**src/raster_defines.svh**
```systemverilog
`ifndef RASTER_DEFINES_SVH
`define RASTER_DEFINES_SVH

// Render target size in pixels
`define RASTER_WIDTH  16
`define RASTER_HEIGHT 16

// Fraction bits of vertex coordinates
`define RASTER_SUBPIXEL_BITS 4

// Signed reciprocal of the doubled area
`define RASTER_DENOM_INV_BITS  36
`define RASTER_DENOM_INV_FBITS 35

`endif
```
**src/raster_pkg.sv**
```systemverilog
`include "raster_defines.svh"

package raster_pkg;

    localparam int SUB_W = 16 + `RASTER_SUBPIXEL_BITS;

    typedef logic [$clog2(`RASTER_WIDTH)-1:0]  coord_x_t;
    typedef logic [$clog2(`RASTER_HEIGHT)-1:0] coord_y_t;

    typedef logic signed [SUB_W-1:0]                  sub_coord_t;
    typedef logic signed [2*SUB_W-1:0]                area_t;
    typedef logic signed [`RASTER_DENOM_INV_BITS-1:0] denom_inv_t;

    typedef struct packed {
        logic [3:0] r;
        logic [3:0] g;
        logic [3:0] b;
    } color12_t;

    typedef struct packed {
        logic [4:0] r;
        logic [5:0] g;
        logic [4:0] b;
    } color16_t;

    typedef logic signed [31:0] q16_16_t;

endpackage

```
**src/pixel_scan.sv**
```systemverilog
`timescale 1ns/1ps

module pixel_scan
    import raster_pkg::*;
(
    input  wire logic     clk,
    input  wire logic     rst,
    input  wire logic     tri_load,
    input  wire logic     setup_done,
    input  wire logic     setup_empty,
    input  wire coord_x_t bbox_x0,
    input  wire coord_x_t bbox_x1,
    input  wire coord_y_t bbox_y0,
    input  wire coord_y_t bbox_y1,
    input  wire logic     in_ready,
    input  wire logic     eval_busy,
    input  wire logic     result_busy,
    output      coord_x_t pixel_x,
    output      coord_y_t pixel_y,
    output      logic     in_valid,
    output      logic     tri_done,
    output      logic     tri_ready
);
    typedef enum logic [1:0] {IDLE, SCAN, DRAIN} state_t;

    state_t state;
    logic   take;

    assign take = in_valid && in_ready;

    always_ff @(posedge clk or posedge rst) begin
        if (rst) begin
            state     <= IDLE;
            pixel_x   <= '0;
            pixel_y   <= '0;
            in_valid  <= 1'b0;
            tri_done  <= 1'b0;
            tri_ready <= 1'b1;
        end else begin
            tri_done <= 1'b0;
            if (tri_load && tri_ready) begin
                tri_ready <= 1'b0;
            end else if (tri_done) begin
                tri_ready <= 1'b1;
            end

            case (state)
                IDLE: begin
                    if (setup_done) begin
                        pixel_x  <= bbox_x0;
                        pixel_y  <= bbox_y0;
                        in_valid <= 1'b1;
                        state    <= SCAN;
                    end else if (setup_empty) begin
                        state <= DRAIN;
                    end
                end
                SCAN: begin
                    if (take) begin
                        if (pixel_x != bbox_x1) begin
                            pixel_x <= pixel_x + 1'b1;
                        end else if (pixel_y != bbox_y1) begin
                            pixel_x <= bbox_x0;
                            pixel_y <= pixel_y + 1'b1;
                        end else begin
                            in_valid <= 1'b0;
                            state    <= DRAIN;
                        end
                    end
                end
                default: begin
                    // Triangle ends once nothing is left in flight
                    if (!eval_busy && !result_busy) begin
                        tri_done <= 1'b1;
                        state    <= IDLE;
                    end
                end
            endcase
        end
    end

endmodule

```
**config.mk**
```make
export PLATFORM = sky130hd
export DESIGN_NAME = pixel_scan
export DESIGN_NICKNAME = d
export VERILOG_FILES = /design/src/raster_pkg.sv /design/src/pixel_scan.sv
export VERILOG_INCLUDE_DIRS = /design/src
export SDC_FILE = /design/constraint.sdc
export NUM_CORES = 1
export LEC_CHECK = 0
export BUFFER_PORTS_ARGS = -buffer_cell sky130_fd_sc_hd__buf_2
export CAP_MARGIN = 20
export CORE_MARGIN = 5
export CORE_UTILIZATION = 30
export CTS_BUF_LIST = sky130_fd_sc_hd__clkbuf_8
export DETAILED_ROUTE_END_ITERATION = 8
export GPL_TIMING_DRIVEN = 0
export PLACE_DENSITY = 0.57
export SLEW_MARGIN = 20
export SYNTH_ARGS = -nofsm -noshare
export SYNTH_HDL_FRONTEND = slang
export SYNTH_SLANG_ARGS = --single-unit
```
**constraint.sdc**
```tcl
create_clock -name clk -period 5 [get_ports clk]
set_input_delay 0.5 -clock clk [delete_from_list [all_inputs] [get_ports clk]]
set_output_delay 0.5 -clock clk [all_outputs]
set_load 0.01 [all_outputs]
```
# Word level (Yosys, flattened, before mapping)

Index checks and enable logic that the tools add are counted.

Register bits: 13
Word-level logic and storage cells: 58
Bits of input ports: 24
Output and inout bits: 11

Reductions and logical operators: 14
Eq/ne operators: 10
Muxes and demuxes: 26
Add/subtract/negate cells: 2

Operators by type and width:

| operator                                                              | count |
|---|---|
| 4-bit two-way mux                                                     | 8 |
| 4-bit case mux with 2 select lines                                    | 2 |
| 5-bit AND reduction                                                   | 3 |
| 2-bit two-way mux                                                     | 6 |
| 2-bit != test, second input constant                                  | 5 |
| 4-bit by 1-bit adder with 4-bit output, second input constant         | 2 |
| 1-bit two-way mux                                                     | 8 |
| 4-bit != test                                                         | 2 |
| 3-bit != test, second input constant                                  | 2 |
| 2-bit case mux with 2 select lines                                    | 1 |
| 4-bit AND reduction                                                   | 1 |
| 2-bit nonzero test                                                    | 2 |
| 1-bit logical AND                                                     | 3 |
| 3-bit nonzero test                                                    | 1 |
| 2-bit by 1-bit equality test with 1-bit output, second input constant | 1 |
| 1-bit logical NOT                                                     | 2 |
| 2-bit logical NOT                                                     | 1 |
| 1-bit case mux with 2 select lines                                    | 1 |
| 2-bit OR reduction                                                    | 1 |

# Logic depth before layout (Yosys ltp)

Depth after elaboration: 5
Depth in mapped cells: 6
Gate-level depth less buffers: 5

# Least setup slack after synthesis

OpenSTA, ideal clock, no wires.

Path type: input port to flip-flop
Start point: input port bbox_x1[1]
End point: register pixel_x[3]
Required time: 4,863 ps
Slack: 3,315 ps
Data arrival time: 1,548 ps
Path buffers: 0
Stages: 5
Library setup time: 137 ps
Path through: xor2_1 nor4_4 a31oi_2 a21boi_1 a2bb2oi_1

Longest elaborated chain between the ends: 4
Elaborated cells on any way between the ends: 6
Classes of those cells: 2 x eq/ne; 3 x mux; 1 x reduce/logical

Ends and longest elaborated chain:

| element                            | RTL line         | text |
|---|---|---|
| start: declaration                 | pixel_scan.sv:12 | `input wire coord_x_t bbox_x1,` |
| 4-bit != test (*)                  | pixel_scan.sv:60 | `if (pixel_x != bbox_x1) begin` |
| 4-bit two-way mux                  | pixel_scan.sv:60 |  |
| 4-bit two-way mux                  | pixel_scan.sv:59 | `if (take) begin` |
| 4-bit case mux with 2 select lines | pixel_scan.sv:47 | `case (state)` |
| end signal: assignment             | pixel_scan.sv:50 | `pixel_x <= bbox_x0;` |
| end signal: assignment             | pixel_scan.sv:61 | `pixel_x <= pixel_x + 1'b1;` |
| end signal: assignment             | pixel_scan.sv:63 | `pixel_x <= bbox_x0;` |
| end: declaration                   | pixel_scan.sv:18 | `output coord_x_t pixel_x,` |

Every way passes the cells marked *; elsewhere a longest branch is shown, timed or not. The select of a mux whose other input is x is not followed.
A chain may end at the register's enable or synchronous reset.

# Worst setup path after layout

Start point: register pixel_x[0]
End point: register pixel_x[3]

Longest elaborated chain between the ends: 4
Elaborated cells on any way between the ends: 7
Classes of those cells: 1 x add/sub; 2 x eq/ne; 3 x mux; 1 x reduce/logical

Ends and longest elaborated chain:

| element                                                                 | RTL line |
|---|---|
| 4-bit by 1-bit adder with 4-bit output or 4-bit != test (tied branches) | pixel_scan.sv:61, pixel_scan.sv:60 |
| 4-bit two-way mux                                                       | pixel_scan.sv:60 |
| 4-bit two-way mux                                                       | pixel_scan.sv:59 |
| 4-bit case mux with 2 select lines                                      | pixel_scan.sv:47 |

Parallel ways exist; a longest one is shown, timed or not. The select of a mux whose other input is x is not followed.

==> out/qor.csv <==
stage;metric;value;unit
global_route;met2_usage;19.5;%
clocking;h-tree-depth;1;
power;switchingPower;0.210;mW
worst_setup_path;crit_fanout;8;
synthesis;yosys.area_share.simple;20.7;%
global_route;grt_use_met3;3.15;%
layout;seq_area;327;um2
layout;drive_gt1_share;34.4;%
clocking;clk_latency;240;ps
synthesis;syn-instance-count;90;
placement;hpwl;1770;um
clocking;path_clk_slew;60;ps
layout;fin_area;1120;um2
worst_setup_path;worstPathArrival;1930;ps
synthesis;synth_compound_area_share;23.5;%
global_route;antenna_found_initial;0;
power;p_seq_share;36.9;%
placement;placed_cells;155;
detailed_routing;vias;828;
hold_path;hold_class;in -> async;
timing;max_freq;0.547;GHz
clocking;cts_root_buffer;clkbuf_8;
floorplanning;core_area;2760;um2
detailed_routing;drcViolationCount;0;
timing;rsz0062_at_grt;no;
clocking;holdBufCountCts;0;
synthesis;ys_warn_count;0;
timing;fin_crit;1830;ps
synthesis;synth.distinct_cells;34;
clocking;cts_resized;0;
timing;hold_viol_final;0;
power;pwr_density_cell;450;nW/um2
worst_setup_path;end_kind;flip-flop;
global_route;grt_max_degree;14;
job;cap_violations;0;
global_route;grt_pass1_vias;893;
floorplanning;start_util;31.5;%
synthesis;synth_top_family_by_area;compound AO/OA/AOI/OAI gates;
clocking;clockBufferDepth;2;
worst_setup_path;start_kind;flip-flop;
timing;finalClockSkew;2.73;ps
layout;diodes;0;
floorplanning;num_io_pins;35;
timing;post-route-worst-setup-slack;3170;ps
synthesis;synth-xor-area-share;8.07;%
timing;slew_viol_final;0;
worst_setup_path;ff2ff_setup_slack;3170;ps
layout;finalNetCount;155;
power;peakVddDrop;253;uV
detailed_routing;antenna_left;0;
global_route;grt_pass1_wl;3930;um
layout;final_common_cell;buf_2;
timing;tightestPinTransition;528;ps
synthesis;synth_seq_area_share;37.6;%
timing;fin_crit_sh;36.6;%
placement;port_buffers;34;
synthesis;synthMuxAreaShare;4.61;%
layout;syn_to_final_growth;29.4;%
layout;fin_util;40.7;%
detailed_routing;drt-initial-drc-count;31;
global_route;met1_usage;14.2;%
synthesis;synth.avg_cell_area;9.65;um2
clocking;postCtsSetupBuffers;0;
layout;final_cell_mix;buf_2, dfrtp_1, xor2_1, a21oi_1, nand2_1;
detailed_routing;drt-total-wl;2200;um
floorplanning;die_area;4070;um2
timing;setup_violations;0;
floorplanning;num_rows;19;
timing;finalSetupTns;0;ps
placement;place_ws;3030;ps
global_route;grt.total_usage;11.7;%
detailed_routing;first_pass_iters;4;
power;combPwrFrac;45.0;%
power;internal_power;0.296;mW
worst_setup_path;crit_required;5100;ps
synthesis;netlist_area;868;um2
placement;place_area;1080;um2
worst_setup_path;critPathKind;reg -> reg;
clocking;cts_tree;built;
power;p_leak;0.537;nW
synthesis;syn-num-nets;116;
layout;nFillCells;294;
clocking;cts_made_buffers;3;
detailed_routing;vias_per_cell;5.21;
power;p_clk_share;18.1;%
outcome;status;finished, final reports clean;
synthesis;synthAdderAreaFrac;2.88;%
clocking;cts_sinks;13;
global_route;busiest_layer;met2;
floorplanning;dieWidth;63.8;um
power;swShare;41.5;%
layout;multi_input_area;519;um2
layout;finalNonFillerCells;159;
detailed_routing;post_drt_wl_per_cell;13.8;um
floorplanning;die_h;63.8;um
timing;maxSlewHeadroom;64.8;%
synthesis;synth.ff_latch_count;13;
placement;routabilityCongestion;0.795;
global_route;overflow;0;
-- cell type report --
type	instances	area share (%)
plain buffers	1	1.00
clock buffers	3	3.67
clock inverters	1	0.445
inverters	3	1.00
multi-input cells	73	46.2
flip-flops and latches	13	29.1
well taps	31	3.45
repair buffers	34	15.1
-- state kept, by name (all words and copies together) (netlist names) --
signal     flops
in_valid       1
pixel_y        4
tri_done       1
tri_ready      1
state          2
pixel_x        4
-- layer usage --
metal	part of all wire [%]	wire length, um
met1	45	994
met2	48	1060
met3	6.0	131
met4	0.64	14
met5	0	0
-- worst paths after layout --
kind | end | start | cells past startpoint
setup / recovery | pixel_x[3]$_DFFE_PP0P_ | pixel_x[0]$_DFFE_PP0P_ | 5
hold / removal | in_valid$_DFFE_PP0P_ | rst | 2
setup reg to reg | pixel_x[3]$_DFFE_PP0P_ | pixel_x[0]$_DFFE_PP0P_ | 5
hold reg to reg | tri_ready$_DFFE_PP1P_ | tri_ready$_DFFE_PP1P_ | 1
max in group asynchronous | tri_ready$_DFFE_PP1P_ | rst | 2
min in group clk | tri_ready$_DFFE_PP1P_ | tri_load | 2
-- synthesized netlist by cell type --
cell type / n / area, um2
nand3b_1: 1 / 7.51
nor2_1: 5 / 18.8
o211ai_1: 1 / 7.51
or3_1: 1 / 6.26
a21o_1: 1 / 7.51
o21ai_0: 5 / 25.0
a21boi_0: 2 / 15.0
a2bb2oi_1: 2 / 17.5
nand4_1: 2 / 12.5
o31a_1: 1 / 8.76
dfstp_2: 1 / 26.3
and3_1: 2 / 12.5
a31oi_2: 1 / 12.5
nor2b_1: 2 / 12.5
xor2_1: 8 / 70.1
inv_1: 3 / 11.3
and2b_4: 1 / 10.0
mux2i_1: 4 / 40.0
a41o_1: 1 / 10.0
ha_1: 2 / 25.0
buf_6: 1 / 11.3
nand2_1: 7 / 26.3
a21oi_1: 8 / 40.0
dfrtp_1: 12 / 300
nor3_1: 2 / 10.0
o21a_1: 1 / 7.51
a22oi_1: 1 / 7.51
nand2b_1: 1 / 6.26
nand3_1: 3 / 15.0
a31oi_1: 2 / 12.5
nor4_4: 2 / 42.5
a21boi_1: 1 / 7.51
o2bb2ai_1: 2 / 17.5
o21bai_1: 1 / 7.51
-- power groups by stage --
stage               Sequential (mW)  Clock, mW  Combinational [mW]
floorplan                     0.191          0               0.154
global placement              0.187          0               0.224
detailed placement            0.189          0               0.230
CTS                           0.187     0.0953               0.231
global route                  0.197      0.102               0.258
finish                        0.187     0.0918               0.228
-- worst max-delay path, cell delays in order, from the launching register on --
cell       delay (ps)
dfrtp_1           460
xor2_1            210
nor4_4            420
a31oi_2           250
a21boi_1          200
a2bb2oi_1         150
-- logic make-up after synthesis --
logic type / Yosys count
xor+xnor: 8
flops: 13
fa+ha+maj: 2
mux: 4
simple gates: 29
buf+inv: 4
compound gates: 30
-- metrics by stage --
step           hold slack (ps)  total power [mW]
6_report                   287             0.506
3_3_place_gp               461             0.411
5_1_grt                    340             0.557
4_1_cts                    305             0.513
3_5_place_dp               476             0.418
2_1_floorplan              376             0.345
No activity file was read; power rests on OpenSTA's default activity.
