**src/raster_defines.svh**
```systemverilog
`ifndef RASTER_DEFINES_SVH
`define RASTER_DEFINES_SVH

// Render target size in pixels
`define RASTER_WIDTH  16
`define RASTER_HEIGHT 16

// Fraction bits of vertex coordinates
`define RASTER_SUBPIXEL_BITS 4

// Signed reciprocal of the doubled area
`define RASTER_DENOM_INV_BITS  36
`define RASTER_DENOM_INV_FBITS 35

`endif
```
**src/raster_pkg.sv**
```systemverilog
`include "raster_defines.svh"

package raster_pkg;

    localparam int SUB_W = 16 + `RASTER_SUBPIXEL_BITS;

    typedef logic [$clog2(`RASTER_WIDTH)-1:0]  coord_x_t;
    typedef logic [$clog2(`RASTER_HEIGHT)-1:0] coord_y_t;

    typedef logic signed [SUB_W-1:0]                  sub_coord_t;
    typedef logic signed [2*SUB_W-1:0]                area_t;
    typedef logic signed [`RASTER_DENOM_INV_BITS-1:0] denom_inv_t;

    typedef struct packed {
        logic [3:0] r;
        logic [3:0] g;
        logic [3:0] b;
    } color12_t;

    typedef struct packed {
        logic [4:0] r;
        logic [5:0] g;
        logic [4:0] b;
    } color16_t;

    typedef logic signed [31:0] q16_16_t;

endpackage

```
**src/triangle_setup.sv**
```systemverilog
`timescale 1ns/1ps
`include "raster_defines.svh"

module triangle_setup
    import raster_pkg::*;
(
    input  wire logic       clk,
    input  wire logic       rst,
    input  wire logic       tri_load,
    input  wire sub_coord_t v0x, v0y, v1x, v1y, v2x, v2y,
    input  wire color12_t   v0_color, v1_color, v2_color,
    input  wire q16_16_t    v0_depth, v1_depth, v2_depth,
    output      sub_coord_t v0x_q, v0y_q,
    output      sub_coord_t e0x, e0y, e1x, e1y,
    output      denom_inv_t denom_inv,
    output      color12_t   c0, c1, c2,
    output      q16_16_t    d0, d1, d2,
    output      coord_x_t   bbox_x0, bbox_x1,
    output      coord_y_t   bbox_y0, bbox_y1,
    output      logic       setup_done,
    output      logic       setup_empty
);
    localparam int SB = `RASTER_SUBPIXEL_BITS;
    localparam int QW = `RASTER_DENOM_INV_BITS;
    localparam int AW = $bits(area_t);

    typedef enum logic [2:0] {S_IDLE, S_AREA, S_INIT, S_DIV, S_SIGN} state_t;

    state_t                state;
    logic [$clog2(QW)-1:0] cnt;
    area_t                 area;
    logic [AW-1:0]         mag;
    logic [AW-1:0]         rem;
    logic [QW-1:0]         quo;
    logic [QW-1:0]         qsat;
    logic [AW:0]           trial;

    // Next partial remainder with the following dividend bit shifted in
    assign trial = {rem, quo[QW-1]};
    // Only a unit area overflows the signed result
    assign qsat  = quo[QW-1] ? {1'b0, {(QW-1){1'b1}}} : quo;

    function automatic sub_coord_t min3(input sub_coord_t a, input sub_coord_t b,
                                        input sub_coord_t c);
        sub_coord_t m;
        m = (a < b) ? a : b;
        return (c < m) ? c : m;
    endfunction

    function automatic sub_coord_t max3(input sub_coord_t a, input sub_coord_t b,
                                        input sub_coord_t c);
        sub_coord_t m;
        m = (a > b) ? a : b;
        return (c > m) ? c : m;
    endfunction

    // Pixel index holding a subpixel coordinate, clamped to the screen
    function automatic int pix(input sub_coord_t v, input int last);
        int p;
        p = int'(v >>> SB);
        if (p < 0) p = 0;
        if (p > last) p = last;
        return p;
    endfunction

    always_ff @(posedge clk or posedge rst) begin
        if (rst) begin
            state       <= S_IDLE;
            cnt         <= '0;
            setup_done  <= 1'b0;
            setup_empty <= 1'b0;
        end else begin
            setup_done  <= 1'b0;
            setup_empty <= 1'b0;
            case (state)
                S_IDLE: begin
                    if (tri_load) state <= S_AREA;
                end
                S_AREA: state <= S_INIT;
                S_INIT: begin
                    cnt <= '0;
                    if (area == '0) begin
                        setup_empty <= 1'b1;
                        state       <= S_IDLE;
                    end else begin
                        state <= S_DIV;
                    end
                end
                S_DIV: begin
                    cnt <= cnt + 1'b1;
                    if (cnt == QW - 1) state <= S_SIGN;
                end
                default: begin
                    setup_done <= 1'b1;
                    state      <= S_IDLE;
                end
            endcase
        end
    end

    always_ff @(posedge clk) begin
        case (state)
            S_IDLE: begin
                if (tri_load) begin
                    v0x_q <= v0x;
                    v0y_q <= v0y;
                    e0x   <= v1x - v0x;
                    e0y   <= v1y - v0y;
                    e1x   <= v2x - v0x;
                    e1y   <= v2y - v0y;
                    c0    <= v0_color;
                    c1    <= v1_color;
                    c2    <= v2_color;
                    d0    <= v0_depth;
                    d1    <= v1_depth;
                    d2    <= v2_depth;
                end
            end
            S_AREA: begin
                area    <= e0x * e1y - e0y * e1x;
                bbox_x0 <= coord_x_t'(pix(min3(v0x_q, v0x_q + e0x, v0x_q + e1x),
                                          `RASTER_WIDTH - 1));
                bbox_x1 <= coord_x_t'(pix(max3(v0x_q, v0x_q + e0x, v0x_q + e1x),
                                          `RASTER_WIDTH - 1));
                bbox_y0 <= coord_y_t'(pix(min3(v0y_q, v0y_q + e0y, v0y_q + e1y),
                                          `RASTER_HEIGHT - 1));
                bbox_y1 <= coord_y_t'(pix(max3(v0y_q, v0y_q + e0y, v0y_q + e1y),
                                          `RASTER_HEIGHT - 1));
            end
            S_INIT: begin
                mag <= (area < 0) ? -area : area;
                rem <= '0;
                quo <= QW'(1) << `RASTER_DENOM_INV_FBITS;
            end
            S_DIV: begin
                // Restoring step, one quotient bit per cycle
                if (trial >= {1'b0, mag}) begin
                    rem <= AW'(trial - {1'b0, mag});
                    quo <= {quo[QW-2:0], 1'b1};
                end else begin
                    rem <= trial[AW-1:0];
                    quo <= {quo[QW-2:0], 1'b0};
                end
            end
            default: begin
                denom_inv <= (area < 0) ? -denom_inv_t'(qsat) : denom_inv_t'(qsat);
            end
        endcase
    end

endmodule

```
**config.mk**
```make
export PLATFORM = sky130hd
export DESIGN_NAME = triangle_setup
export DESIGN_NICKNAME = d
export VERILOG_FILES = /design/src/raster_pkg.sv /design/src/triangle_setup.sv
export VERILOG_INCLUDE_DIRS = /design/src
export SDC_FILE = /design/constraint.sdc
export NUM_CORES = 2
export LEC_CHECK = 0
export BUFFER_PORTS_ARGS = -buffer_cell sky130_fd_sc_hd__buf_4
export CAP_MARGIN = 5
export CORE_MARGIN = 2
export CORE_UTILIZATION = 35
export DETAILED_ROUTE_END_ITERATION = 16
export PLACE_DENSITY = 0.5
export REMOVE_ABC_BUFFERS = 1
export SLEW_MARGIN = 20
export SYNTH_ARGS = -nofsm -noshare
export SYNTH_HDL_FRONTEND = slang
export SYNTH_SLANG_ARGS = --single-unit
export TNS_END_PERCENT = 20
```
**constraint.sdc**
```tcl
create_clock -name clk -period 55 [get_ports clk]
set_input_delay 5.5 -clock clk [delete_from_list [all_inputs] [get_ports clk]]
set_output_delay 5.5 -clock clk [all_outputs]
set_load 0.01 [all_outputs]
```
Word level (Yosys, flattened, before mapping). Cells that the tools add are included.

Register bits after elaboration: 471. Bits of input ports: 255. Output and inout port bits: 306. Logic and storage cells: 107.

$add $sub $neg: 13. Multiply operators: 2. Magnitude comparators: 18. Equal/unequal tests: 6. Mux-type cells: 31. Reduce and logical (&&, ||, !) cells: 6.

Operators with widths (count): two-way mux 32 bit (8); two-way mux 20 bit (8); > comparator 32 x 5 -> 1 bit, second input constant (4); adder 20 bit (4); > comparator 20 bit (4); less-than comparator 20 bit (4); multiplier 20 x 20 -> 40 bit (2); two-way mux 40 bit (2); case mux 40 bit (2 select lines) (1); subtractor 20 bit (4); subtractor 40 bit (2); case mux 36 bit (2 select lines) (1); less-than comparator 16 x 1 -> 1 bit, second input constant (4); greater-or-equal comparator 41 x 40 -> 1 bit (1); logical NOT 40 bit (1); less-than comparator 40 x 1 -> 1 bit, second input constant (1); negation 40 bit (1); two-way mux 36 bit (1); negation 35 -> 36 bit (1); two-way mux 35 bit (1); case mux 3 bit (4 select lines) (1); case mux 6 bit (2 select lines) (1); adder 6 x 1 -> 6 bit, second input constant (1); equality test 3 x 2 -> 1 bit, second input constant (2); 10 further kinds (16).

Depth between registers and ports, before layout.
Depth after elaboration: 9. Gate-level depth with buffers: 32. Mapped depth without buffers: 30.

Worst setup path after synthesis. OpenSTA, ideal clock, no wires.

Path type: in2reg. From: in tri_load. To: reg c0[0] in the netlist's numbering, enable pin. Library setup time: 1568 ps. Arrival: 30671 ps. Required time: 53432 ps. Slack: 22761 ps. Stages: 1. Path buffers: 0. Cell sequence: nor4b_1.

Longest elaborated chain between the ends: 1.

Ends and longest elaborated chain: start: declaration (RTL line triangle_setup.sv:9) `input wire logic tri_load,`; AND reduction 2 bit (no line); end signal: assignment (RTL line triangle_setup.sv:111) `c0 <= v0_color;`; end: declaration (RTL line triangle_setup.sv:16) `output color12_t c0, c1, c2,`.

No other way between the ends. A chain may end at the register's enable or synchronous reset.

Worst setup path after layout.
From: reg e0x[3]. To: reg bbox_x0[2], data pin.

Longest elaborated chain between the ends: 9.

Ends and longest elaborated chain: start: declaration (RTL line triangle_setup.sv:14) `output sub_coord_t e0x, e0y, e1x, e1y,`; start signal: assignment (RTL line triangle_setup.sv:107) `e0x <= v1x - v0x;`; adder 20 bit (*) (RTL line triangle_setup.sv:121) `bbox_x0 <= coord_x_t'(pix(min3(v0x_q, v0x_q + e0x, v0x_q + e1x),`; less-than comparator 20 bit (RTL line triangle_setup.sv:46) `m = (a < b) ? a : b;`; two-way mux 20 bit (*) (RTL line triangle_setup.sv:46); less-than comparator 20 bit (RTL line triangle_setup.sv:47) `return (c < m) ? c : m;`; two-way mux 20 bit (*) (RTL line triangle_setup.sv:47); less-than comparator 16 x 1 -> 1 bit (RTL line triangle_setup.sv:61) `if (p < 0) p = 0;`; two-way mux 32 bit (*) (RTL line triangle_setup.sv:61); two-way mux 32 bit (*) (RTL line triangle_setup.sv:102) `case (state)`; > comparator 32 x 5 -> 1 bit (RTL line triangle_setup.sv:62) `if (p > last) p = last;`; end signal: assignment (RTL line triangle_setup.sv:121); end: declaration (RTL line triangle_setup.sv:18) `output coord_x_t bbox_x0, bbox_x1,`.

Mark *: on every way between the ends. The rest lies on a longest branch, timed or not. The select of a mux whose other input is x is not followed.

==> run_results.csv <==
group,metric,value,unit
status,status,"completed",
logic_synthesis,async_flop_share,2.34,%
timing,setup_slack,45760,ps
logic_synthesis,syn_area_per_cell,10.1,um^2
critical_path,worst_setup_path_start_kind,"flop",
cts,path_clk_slew,60,ps
cts,cts_buffers,59,
critical_path,cp_top_family,"compound AO/OA/AOI/OAI gates",
floorplan,die_w,420,um
cts,clock-root-buffer,"clkbuf_16",
logic_synthesis,ys_ff_latch,471,
floorplan,num_rows,152,
logic_synthesis,synth_edf_count,460,
floorplan,io_pins,561,
timing,relSlewSlack,22.2,%
critical_path,cp_max_fo,22,
logic_synthesis,yosysUniqueCellTypes,77,
floorplan,fp.dieH,420,um
place,pre_cts_slack,45850,ps
floorplan,core,172000,um^2
timing,finalSetupTns,0,ps
timing,max_freq,108,MHz
route,ant_nets,0,
critical_path,cp_slowest_cell,"edfxtp_1",
cts,clock_sinks,471,
critical_path,critical_path.most_common_cell,"ha_1",
global_route,grt_pass1_wl,298,mm
global_route,antenna_found_initial,10,
logic_synthesis,syn_inst,6016,
cts,tritoncts,"done",
timing,tightest_slew,1160,ps
timing,drv_slew,0,
critical_path,path_buf_inv,0,
route,via_per_inst,5.07,
cts,clk_latency,730,ps
critical_path,crit_required,55400,ps
critical_path,critPathArrivalTime,9640,ps
timing,fin_worst_skew,93.6,ps
cts,cts_setup_buffers,0,
route,drt_wl_total,196,mm
route,wl_per_cell,22.0,um
route,drt_iter0_drc,2673,
finish,drive_above_1_share,12.3,%
place,routabilityCongestion,0.892,
flow_run,cap_violations,0,
floorplan,start_util,35.3,%
global_route,grt_max_degree,98,
timing,min_period,9240,ps
logic_synthesis,ys_seq_area_share,23.3,%
timing,rsz0062_at_grt,"no",
place,dp_hpwl,160,mm
finish,area_growth,15.0,%
cts,cts_buffer_depth,3,
finish,nFillCells,16800,
place,port_buffers,560,
route,dr.pass1.iters,6,
finish,nets,8186,
cts,cts.repair.resized,0,
hold_path,holdCritPathClass,"reg -> reg",
route,drc,0,
floorplan,die_area,176000,um^2
route,vias,45000,
logic_synthesis,yosysWarnings,0,
timing,period_share,16.8,%
cts,ctsHtreeMaxLevel,2,
critical_path,cp_slowest_stage_delay,1080,ps
global_route,track_usage,22.4,%
global_route,grt_pass1_vias,48600,
logic_synthesis,synth_ff_type,"edfxtp_1",
critical_path,path_class,"reg -> reg",
global_route,overflow,0,
timing,setup_viol,0,
timing,finalHoldViolCount,0,
logic_synthesis,netlist_area,60600,um^2
cts,cts_hold_buf,0,
critical_path,cp-end-kind,"flop",
-- cells in the final DEF, fill, tap and decap left out, types with 36 or more instances in the layout --
master | netlist | layout
a211oi_1 | 49 | 49
a21o_1 | 87 | 87
a21oi_1 | 234 | 233
and2_1 | 410 | 409
and3_1 | 73 | 73
buf_4 | 1 | 656
clkbuf_16 | 0 | 59
edfxtp_1 | 460 | 460
fa_1 | 917 | 917
ha_1 | 505 | 505
inv_1 | 942 | 941
mux2i_1 | 44 | 44
nand2_1 | 591 | 589
nand2b_1 | 48 | 48
nand3_1 | 86 | 86
nand4_1 | 39 | 39
nor2_1 | 231 | 231
nor2b_1 | 71 | 71
nor3_1 | 109 | 109
o21a_1 | 39 | 39
o21ai_0 | 166 | 166
o31ai_1 | 36 | 36
xnor2_1 | 181 | 181
xor2_1 | 72 | 72
-- per-stage QoR --
stage                     instance area [um^2]  hold slack [ps]  cells  util (%)
after detailed placement                 67500              506   8757      39.3
after CTS                                69600              512   8868      40.5
final                                    69600              497   8871      40.6
after global placement                   67500              482   8757      39.3
after global routing                     69600              521   8869      40.5
after floorplan                          59700              453   5791         -
-- synthesized netlist by cell type, types with 31 or more instances --
cell / instances / share of area [%]
inv_1: 942 / 5.8
fa_1: 917 / 30
nand2_1: 591 / 3.7
ha_1: 505 / 10
edfxtp_1: 460 / 23
and2_1: 410 / 4.2
a21oi_1: 234 / 1.9
nor2_1: 231 / 1.4
clkbuf_1: 222 / 1.4
xnor2_1: 181 / 2.6
o21ai_0: 166 / 1.4
nor3_1: 109 / 0.90
a21o_1: 87 / 1.1
nand3_1: 86 / 0.71
and3_1: 73 / 0.75
xor2_1: 72 / 1.0
nor2b_1: 71 / 0.73
a211oi_1: 49 / 0.61
nand2b_1: 48 / 0.50
mux2i_1: 44 / 0.73
nand4_1: 39 / 0.40
o21a_1: 39 / 0.48
o31ai_1: 36 / 0.45
or3_1: 31 / 0.32
-- final cells by class --
cell class / count / area [um^2] / area share [%]
clock inverters: 45 / 572 / 0.821
repair buffers: 657 / 4940 / 7.09
diodes: 2 / 5.00 / 0.00719
well taps: 2310 / 2890 / 4.15
inverters: 942 / 3540 / 5.08
flip-flops and latches: 471 / 14100 / 20.2
multi-input cells: 4378 / 42100 / 60.5
clock buffers: 66 / 1500 / 2.16
-- per-layer routing --
metal | track usage [%] | share of wire, % | vias up | wire length, um
met5 | 0 | 0.024 | - | 46
met3 | 3.57 | 5.0 | 228 | 9760
met2 | 40.7 | 51 | 1158 | 99900
met1 | 27.4 | 41 | 22700 | 80400
li1 | - | - | 20900 | -
met4 | 5.86 | 2.8 | 6 | 5510
-- final timing paths --
kind | slack (ps) | to | cells after the start | startpoint
worst max-delay path | 45760 | bbox_x0[2]$_SDFFCE_PN1P_ | 25 | e0x[3]$_DFFE_PP_
worst min-delay path | 500 | cnt[5]$_DFFE_PP0P_ | 1 | cnt[5]$_DFFE_PP0P_
worst max register to register | 45760 | bbox_x0[2]$_SDFFCE_PN1P_ | 25 | e0x[3]$_DFFE_PP_
worst min register to register | 500 | cnt[5]$_DFFE_PP0P_ | 1 | cnt[5]$_DFFE_PP0P_
max in group asynchronous | 49780 | state[2]$_DFFE_PP0P_ | 2 | rst
min in group asynchronous | 4850 | setup_done$_DFF_PP0_ | 2 | rst
-- state kept, by name, summed over array words and instances (netlist names), 6 cells and up --
signal and flops:
area 40, c0 12, c1 12, c2 12
cnt 6, d0 32, d1 32, d2 32
denom_inv 36, e0x 20, e0y 20, e1x 20
e1y 20, mag 40, quo 36, rem 40
v0x_q 20, v0y_q 20
-- cell families (layout without fill, tap and decap cells) --
family / count (synthesis) / count (layout) / synth area share [%]
AO/OA/AOI/OAI: 857 / 857 / 9.21
adder cells (fa/ha/maj): 1422 / 1422 / 40.7
other: 0 / 2 / 0
multiplexers: 51 / 51 / 0.857
flip-flops: 471 / 471 / 23.3
AND/OR/NAND/NOR: 1795 / 1795 / 15.0
buffers and inverters: 1167 / 1710 / 7.24
XOR/XNOR: 253 / 253 / 3.66
Power is left out: the tool's default activity adds up to more than one toggle a clock period on the data nets, which glitch-free logic cannot reach.
